**config.mk**
```make
export PLATFORM = sky130hd
export DESIGN_NAME = funnelTop
export DESIGN_NICKNAME = d
export VERILOG_FILES = /design/src/hdl/funnelPkg.sv /design/src/hdl/funnelTop.sv /design/src/hdl/funnelTree.sv /design/src/hdl/funnelLevel.sv /design/src/hdl/enqQueue.sv
export VERILOG_INCLUDE_DIRS = /design/src /design/src/hdl
export SDC_FILE = /design/constraint.sdc
export NUM_CORES = 1
export LEC_CHECK = 0
export BUFFER_PORTS_ARGS = -buffer_cell sky130_fd_sc_hd__buf_2
export CORE_MARGIN = 1.5
export CORE_UTILIZATION = 60
export DETAILED_ROUTE_END_ITERATION = 6
export PLACE_DENSITY = 0.83
export SLEW_MARGIN = 20
export SYNTH_ARGS = -nofsm -noshare
export SYNTH_HDL_FRONTEND = slang
export SYNTH_HIERARCHICAL = 1
export SYNTH_SLANG_ARGS = --single-unit
```
**constraint.sdc**
```tcl
create_clock -name CLK -period 3.8 [get_ports CLK]
set_clock_uncertainty 0.1 [all_clocks]
set_input_delay 0.57 -clock CLK [delete_from_list [all_inputs] [get_ports CLK]]
set_output_delay 0.57 -clock CLK [all_outputs]
set_load 0.02 [all_outputs]
```
**src/hdl/funnel_settings.svh**
```systemverilog
// Funnel settings that size the producer ports, payload words and per-port queues
`ifndef FUNNEL_SETTINGS_SVH
`define FUNNEL_SETTINGS_SVH

// Number of producer ports feeding the tree
// It must be a power of two because every merge level halves the link count
`define FUNNEL_WIDTH 8

// Width of one payload word in bits
`define DATA_WIDTH 32

// Entries held by each per-port queue before the producer sees back-pressure
`define QUEUE_DEPTH 4

`endif
```
**src/hdl/funnelPkg.sv**
```systemverilog
// Funnel types shared by the queues, the merge levels and the top level
`include "funnel_settings.svh"

package funnelPkg;

    // One payload word as the producer hands it in
    typedef logic [`DATA_WIDTH-1:0] dataWord;

    // Index of the producer that sent an item
    // Each merge level fills in one bit of it on the way to the root
    typedef logic [$clog2(`FUNNEL_WIDTH)-1:0] sourceTag;

    // Item as it moves through the tree, tag in the upper bits
    typedef struct packed {
        sourceTag tag;
        dataWord  data;
    } funnelItem;

    // Queue occupancy, one bit wider than needed for an index so a full queue fits
    typedef logic [$clog2(`QUEUE_DEPTH + 1)-1:0] queueCount;

endpackage

```
**src/hdl/funnelTop.sv**
```systemverilog
// Funnel top level that puts a queue on every producer port ahead of the merge tree
`timescale 1ns/1ns
`include "funnel_settings.svh"

module funnelTop import funnelPkg::*; (
    input  logic      CLK,
    input  logic      reset,
    // Producer ports
    input  logic      inEna  [`FUNNEL_WIDTH],
    input  dataWord   inData [`FUNNEL_WIDTH],
    output logic      inRdy  [`FUNNEL_WIDTH],
    // Merged and tagged output stream
    output logic      outEna,
    output funnelItem outItem,
    input  logic      outRdy
);

    // Queue heads, each presented to one leaf of the tree
    logic      headEna  [`FUNNEL_WIDTH];
    funnelItem headItem [`FUNNEL_WIDTH];
    logic      headRdy  [`FUNNEL_WIDTH];

    for (genvar k = 0; k < `FUNNEL_WIDTH; k++) begin : port
        enqQueue i_enqQueue (
            .CLK      (CLK),
            .reset    (reset),
            .inEna    (inEna[k]),
            .inData   (inData[k]),
            .inRdy    (inRdy[k]),
            .headEna  (headEna[k]),
            .headItem (headItem[k]),
            .headRdy  (headRdy[k])
        );
    end

    // Leaf k of the tree is port k, so the final tag is the port index
    funnelTree i_funnelTree (
        .CLK      (CLK),
        .reset    (reset),
        .leafEna  (headEna),
        .leafItem (headItem),
        .leafRdy  (headRdy),
        .rootEna  (outEna),
        .rootItem (outItem),
        .rootRdy  (outRdy)
    );

endmodule

```
**src/hdl/funnelTree.sv**
```systemverilog
// Funnel merge tree that chains registered levels from the leaf ports to one root link
`timescale 1ns/1ns
`include "funnel_settings.svh"

module funnelTree import funnelPkg::*; (
    input  logic      CLK,
    input  logic      reset,
    // One link per producer queue
    input  logic      leafEna  [`FUNNEL_WIDTH],
    input  funnelItem leafItem [`FUNNEL_WIDTH],
    output logic      leafRdy  [`FUNNEL_WIDTH],
    // Merged stream out of the last level
    output logic      rootEna,
    output funnelItem rootItem,
    input  logic      rootRdy
);

    // One level per tag bit, three for eight ports
    localparam int levelCount = $clog2(`FUNNEL_WIDTH);

    for (genvar i = 0; i < levelCount; i++) begin : level
        // Each level halves the number of links
        localparam int pairs = `FUNNEL_WIDTH >> (i + 1);

        logic      ena  [pairs];
        funnelItem item [pairs];
        logic      rdy  [pairs];

        if (i == 0) begin : first
            // The bottom level reads the queue heads directly
            funnelLevel #(.pairCount(pairs), .levelIndex(i)) i_funnelLevel (
                .CLK        (CLK),
                .reset      (reset),
                .childEna   (leafEna),
                .childItem  (leafItem),
                .childRdy   (leafRdy),
                .parentEna  (ena),
                .parentItem (item),
                .parentRdy  (rdy)
            );
        end else begin : inner
            // Upper levels read the outputs of the level below
            funnelLevel #(.pairCount(pairs), .levelIndex(i)) i_funnelLevel (
                .CLK        (CLK),
                .reset      (reset),
                .childEna   (level[i-1].ena),
                .childItem  (level[i-1].item),
                .childRdy   (level[i-1].rdy),
                .parentEna  (ena),
                .parentItem (item),
                .parentRdy  (rdy)
            );
        end

        if (i == levelCount - 1) begin : root
            // The last level has a single link, which is the tree output
            assign rootEna  = ena[0];
            assign rootItem = item[0];
            assign rdy[0]   = rootRdy;
        end
    end

endmodule

```
**src/hdl/funnelLevel.sv**
```systemverilog
// Funnel merge level that registers one item per child pair, higher child first
`timescale 1ns/1ns

module funnelLevel import funnelPkg::*; #(
    parameter int pairCount  = 4,
    parameter int levelIndex = 0
) (
    input  logic      CLK,
    input  logic      reset,
    // Links from the level below, two per pair
    input  logic      childEna   [2*pairCount],
    input  funnelItem childItem  [2*pairCount],
    output logic      childRdy   [2*pairCount],
    // Links toward the level above, one per pair
    output logic      parentEna  [pairCount],
    output funnelItem parentItem [pairCount],
    input  logic      parentRdy  [pairCount]
);

    for (genvar j = 0; j < pairCount; j++) begin : pair
        logic      hiEna;
        logic      loEna;
        logic      canLoad;
        logic      heldValid;
        funnelItem heldItem;
        funnelItem nextItem;

        assign hiEna = childEna[2*j+1];
        assign loEna = childEna[2*j];

        // The register takes a new item when it is empty or its item leaves now
        assign canLoad = !heldValid || parentRdy[j];

        // Fixed priority, the higher child always wins the pair
        // The lower child only gets Rdy while its neighbour is idle
        assign childRdy[2*j+1] = canLoad;
        assign childRdy[2*j]   = canLoad && !hiEna;

        // Winner's item with this level's tag bit marking which side it came from
        always_comb begin
            nextItem = hiEna ? childItem[2*j+1] : childItem[2*j];
            nextItem.tag[levelIndex] = hiEna;
        end

        always_ff @(posedge CLK) begin
            if (reset) begin
                heldValid <= 1'b0;
            end else if (canLoad) begin
                // Empties when the held item leaves and neither child offers one
                heldValid <= hiEna || loEna;
            end
        end

        // Payload register, only loaded on an actual transfer
        always_ff @(posedge CLK) begin
            if (canLoad && (hiEna || loEna)) begin
                heldItem <= nextItem;
            end
        end

        assign parentEna[j]  = heldValid;
        assign parentItem[j] = heldItem;
    end

endmodule

```
**src/hdl/enqQueue.sv**
```systemverilog
// Per-port entry queue that buffers producer words and offers them to the merge tree
`timescale 1ns/1ns
`include "funnel_settings.svh"

module enqQueue import funnelPkg::*; (
    input  logic      CLK,
    input  logic      reset,
    // Producer side of the queue
    input  logic      inEna,
    input  dataWord   inData,
    output logic      inRdy,
    // Oldest entry toward the first merge level
    output logic      headEna,
    output funnelItem headItem,
    input  logic      headRdy
);

    // Pointer width for the circular buffer, kept at one bit for a single entry
    localparam int ptrBits = (`QUEUE_DEPTH > 1) ? $clog2(`QUEUE_DEPTH) : 1;

    dataWord            mem [`QUEUE_DEPTH];
    logic [ptrBits-1:0] rdPtr;
    logic [ptrBits-1:0] wrPtr;
    queueCount          count;
    logic               push;
    logic               pop;

    // Space freed by a pop in the same cycle is not offered to the producer
    // so inRdy only looks at the stored count
    assign inRdy   = (count != queueCount'(`QUEUE_DEPTH));
    assign headEna = (count != '0);

    assign push = inEna && inRdy;
    assign pop  = headEna && headRdy;

    // Words leave the queue untagged, the merge levels write the source bits
    assign headItem.tag  = '0;
    assign headItem.data = mem[rdPtr];

    // Storage is written on every accepted word and never cleared
    always_ff @(posedge CLK) begin
        if (push) begin
            mem[wrPtr] <= inData;
        end
    end

    always_ff @(posedge CLK) begin
        if (reset) begin
            rdPtr <= '0;
            wrPtr <= '0;
            count <= '0;
        end else begin
            // Pointers wrap explicitly, so the depth need not be a power of two
            if (push) begin
                wrPtr <= (wrPtr == ptrBits'(`QUEUE_DEPTH - 1)) ? '0 : wrPtr + 1'b1;
            end
            if (pop) begin
                rdPtr <= (rdPtr == ptrBits'(`QUEUE_DEPTH - 1)) ? '0 : rdPtr + 1'b1;
            end
            // Push and pop together leave the count alone
            case ({push, pop})
                2'b10:   count <= count + 1'b1;
                2'b01:   count <= count - 1'b1;
                default: count <= count;
            endcase
        end
    end

endmodule

```
### After elaboration in Yosys (flattened, before gate mapping)

Memories as Yosys holds them, arrays and structs flattened. A register that Yosys moved wholly into a read port is not among the register bits.
Index checks and enable logic that the tools add are counted.
Widths: inputs -> output; s select.

* bits in registers: 298
* bits in writable memories: 1024
* bits of input ports: 267
* output and inout port bits: 44
* logic and storage cells: 259
* memories kept: 8

Memories
* port[0].i_enqQueue.mem: words 4, bits a word 32, rd ports 1, clocked after memory_dff 1, wr ports 1, line enqQueue.sv:21 `` dataWord mem [`QUEUE_DEPTH]; ``
* port[1].i_enqQueue.mem: words 4, bits a word 32, rd ports 1, clocked after memory_dff 1, wr ports 1, line enqQueue.sv:21
* port[2].i_enqQueue.mem: words 4, bits a word 32, rd ports 1, clocked after memory_dff 1, wr ports 1, line enqQueue.sv:21
* port[3].i_enqQueue.mem: words 4, bits a word 32, rd ports 1, clocked after memory_dff 1, wr ports 1, line enqQueue.sv:21
* port[4].i_enqQueue.mem: words 4, bits a word 32, rd ports 1, clocked after memory_dff 1, wr ports 1, line enqQueue.sv:21
* port[5].i_enqQueue.mem: words 4, bits a word 32, rd ports 1, clocked after memory_dff 1, wr ports 1, line enqQueue.sv:21
* +2 memories

* add/sub/neg operators: 32
* equal/unequal tests: 40
* muxes and demuxes: 63
* reduce and logical (&&, ||, !) cells: 71

Operators by type and width (number)
* $mux 32: 4
* $mux 33: 2
* $mux 2: 32
* $eq 2x2->1 const B: 24
* $pmux 3 s2: 8
* $mux 34: 1
* $add 2x1->2 const B: 16
* $logic_and 1x1->1: 30
* $add 3x1->3 const B: 8
* $ne 3x3->1 const B: 8
* $reduce_bool 3->1: 8
* $sub 3x1->3 const B: 8
* $eq 2x1->1 const B: 8
* $mux 1: 16
* $reduce_bool 2->1: 8
* $logic_or 1x1->1: 14
* $logic_not 1->1: 11

### Depth between registers and ports, before layout

* depth in word-level cells: 10
* gate-level depth with buffers: 18
* gate-level depth less buffers: 14

### By module

Netlist, hierarchy kept.

By module, submodules not included
* enqQueue: instances 8, cells each 223, area an instance 5127.4 µm², sequential area each 4023.9 µm²
* funnelLevel (i_funnelTree.level[0].first.i_funnelLevel): instances 1, cells each 328, area an instance 6686.4 µm², sequential area each 4284.1 µm²
* funnelLevel (i_funnelTree.level[1].inner.i_funnelLevel): instances 1, cells each 164, area an instance 3343.2 µm², sequential area each 2142.1 µm²
* funnelLevel (i_funnelTree.level[2].inner.i_funnelLevel): instances 1, cells each 81, area an instance 1664.1 µm², sequential area each 1071.0 µm²

### Worst setup path after synthesis

OpenSTA, ideal clock, no wires.

* path type: reg2reg
* start: register i_funnelTree.level[1].inner.i_funnelLevel.pair[1].heldValid
* end: register i_funnelTree.level[0].first.i_funnelLevel.pair[1].heldItem (netlist bit i_funnelTree/level[0].first.i_funnelLevel/parentItem[100]), enable pin
* setup time: 428 ps
* arrival time: 2549 ps
* data required time: 3272 ps
* setup slack: 723 ps
* stages on the path, launching flop included: 10
* buffers on the path: 4
* period minus slack after synthesis: 3077 ps
* path through: dfxtp_1 buf_4 buf_6 buf_12 nor2_1 nor2b_1 inv_1 buf_4 nor2b_1 nor2_1

RTL lines
* from (decl): line funnelLevel.sv:24 `logic heldValid;`
* from (signal assigned): line funnelLevel.sv:50 `heldValid <= hiEna || loEna;`
* to (signal assigned): line funnelLevel.sv:57 `heldItem <= nextItem;`
* to (decl): line funnelLevel.sv:25 `funnelItem heldItem;`

==> run summary <==
result of the run: finished, final reports clean
setup violators final: 0
Die W: 298 um
vias in the first global route: 27,000
dpl cell area: 54,400 um2
Final Wtd Congestion: 0.837
H-tree levels: 4
Place WS: 424 ps
I/O pin count: 311
Remaining DRCs: 0
Switching Fraction: 0.299
antenna violations before repair: 24
Rel. slew slack: 0.277
maxcap violations: 0
RSZ-0062 raised after global routing: no
Routed WL per cell: 29.7 um
fin area: 61,200 um2
Startpoint Class: register
CTS sink cnt: 1,338
Final min period: 3140 ps
post-DP HPWL: 72.7 mm
CP Capture Type: register
Critical Path RT: 4350 ps
cts hold-fix bufs: 256
Die Y: 298 um
leakage: 21.2 nW
Worst Tran Pin Value: 1080 ps
I/O Buffers: 310
initial core utilization: 0.609
Routed WL: 124 mm
CTS tree: yes
Psw: 14.5 mW
crit path DAT: 3690 ps
Layout area overhead: 17.5%
Layout Nets: 3,254
most used cell, CP: inv_1
row cnt: 107
first-pass GRT wire length: 180 mm
Netlist Area Pre-Place: 52,100 um2
Critical Path Fanout Max: 4
Hold Slack: 70.4 ps
post-synthesis average cell area: 22.6 um2
Warnings, synthesis: 6
core area: 85,500 um2
critical path type: reg2reg
internal power: 33.9 mW
ANT nets after route: 0
Pre-antenna DRT Iters: 5
GRT Total Usage: 0.282
Period Utilization, post-route: 0.827
root buf cell: clkbuf_16
worst min path class: in2reg
TritonCTS Buffers: 133
maximum buffer depth of the clock tree: 3
Max VDD drop: 0.000683 V
largest net degree at the start of global routing: 49
Clk network pwr share: 0.264
Reg power frac: 0.458
Comb pwr share: 0.278
Power per Cell Area: 790 nW/um2
Skew-Pair Late Insertion Delay: 750 ps
vias per cell: 6.18
Fin. Hold Viols: 0
total number of vias: 25,900
Worst-path clk slew: 60 ps
Cells after Synth: 2,305
Critical-path top delay cell: or3_2
Setup WS post-layout: 656 ps
Overflow after GRT: 0
Iteration-0 DRC Markers: 3,030
Mapped Nets: 2,628
fmax: 318 MHz
Slew Limit Fails: 0
ordered cell list for the critical path: nor2b_1 > inv_1 > nor2b_1 > nor2_1 > nor2b_1 > inv_1 > o31ai_1 > inv_1 > ha_1 > inv_1 > fa_1 > xor2_1 > or3_2 > a21oi_1
setup bufs post-CTS: 0
Die ar.: 88,600 um2
CP peak stage delay: 410 ps
Fin Setup TNS: 0 ps
post-cts sizing count: 0
layout cell share with drive strength beyond 1: 0.362
[worst max-delay path, delay by kind of cell, from the launching register on]
| family | cells | cell delay [ps] |
|---|---|---|
| DFF | 1 | 330 |
| xor gates and xnor gates | 1 | 80 |
| buffers and inverters | 4 | 450 |
| adders and majority gates | 2 | 420 |
| and+or+nand+nor | 5 | 1310 |
| AOI/OAI and AO/OA | 2 | 380 |
[final timing paths]
kind	slack, ps	to	cells after the start	start
worst max-delay path	660	port[5].i_enqQueue/count[2]	14	register
worst min-delay path	70	port[7].i_enqQueue/wrPtr[0]	3	inEna[0]
worst max register to register	660	port[5].i_enqQueue/count[2]	14	register
worst min register to register	400	register	2	port[3].i_enqQueue/rdPtr[0]
[sequential cells by signal, indices dropped and copies added (netlist names), named ones only]
signal,flops
port.i_enqQueue/mem,1024
i_funnelTree/level.first.i_funnelLevel/parentItem,132
i_funnelTree/level.inner.i_funnelLevel/parentItem,103
port.i_enqQueue/count,24
port.i_enqQueue/rdPtr,16
port.i_enqQueue/wrPtr,16
i_funnelTree/level.first.i_funnelLevel/pair.heldValid,4
i_funnelTree/level.inner.i_funnelLevel/pair.heldValid,2
i_funnelTree/level.inner.i_funnelLevel/parentEna,1
[layout by cell type, fill, tap and decap left out, types with 17 or more instances in the layout]
cell type / count
edfxtp_1: 1259
buf_2: 310
dlygate4sd3_1: 256
mux4_2: 256
mux2_4: 193
clkbuf_16: 136
dfxtp_1: 64
inv_1: 55
ha_1: 48
nor2_1: 46
mux2_2: 35
buf_4: 35
clkbuf_1: 33
a21oi_1: 31
and3_2: 24
clkinv_2: 20
clkinv_1: 18
diode_2: 17
[routing by layer]
metal / GRT usage / vias up / wire length (um)
li1: - / 10700 / -
met1: 0.364 / 13500 / 45000
met5: 0 / - / 67
met4: 0.112 / 10 / 4620
met3: 0.0559 / 245 / 10500
met2: 0.477 / 1496 / 64200
[final cells by class]
type                            instances  area (um2)
Clock buffer                          176        3620
Antenna cell                           17        42.5
Multi-Input combinational cell        799       11500
Timing Repair Buffer                  604        4440
Inverter                               55         206
Clock inverter                         62         562
Fill cell                            4639       24300
Tap cell                             1144        1430
Sequential cell                      1338       39400
[power groups by stage]
stage	sequential (mW)	combinational (mW)	clock, mW
after floorplan	21.4	9.90	0
after global placement	22.1	12.5	0
after detailed placement	22.3	12.9	0
after CTS	22.1	13.3	12.8
after global routing	22.3	14.0	13.4
final	22.1	13.5	12.8
[stage by stage]
step | util | std cells | power [mW]
final | 0.715 | 4195 | 48.4
after global routing | 0.715 | 4193 | 49.8
after CTS | 0.715 | 4177 | 48.2
after detailed placement | 0.636 | 3683 | 35.1
after global placement | 0.636 | 3683 | 34.6
after floorplan | - | 2305 | 31.3
No activity file was read; power rests on OpenSTA's default activity.
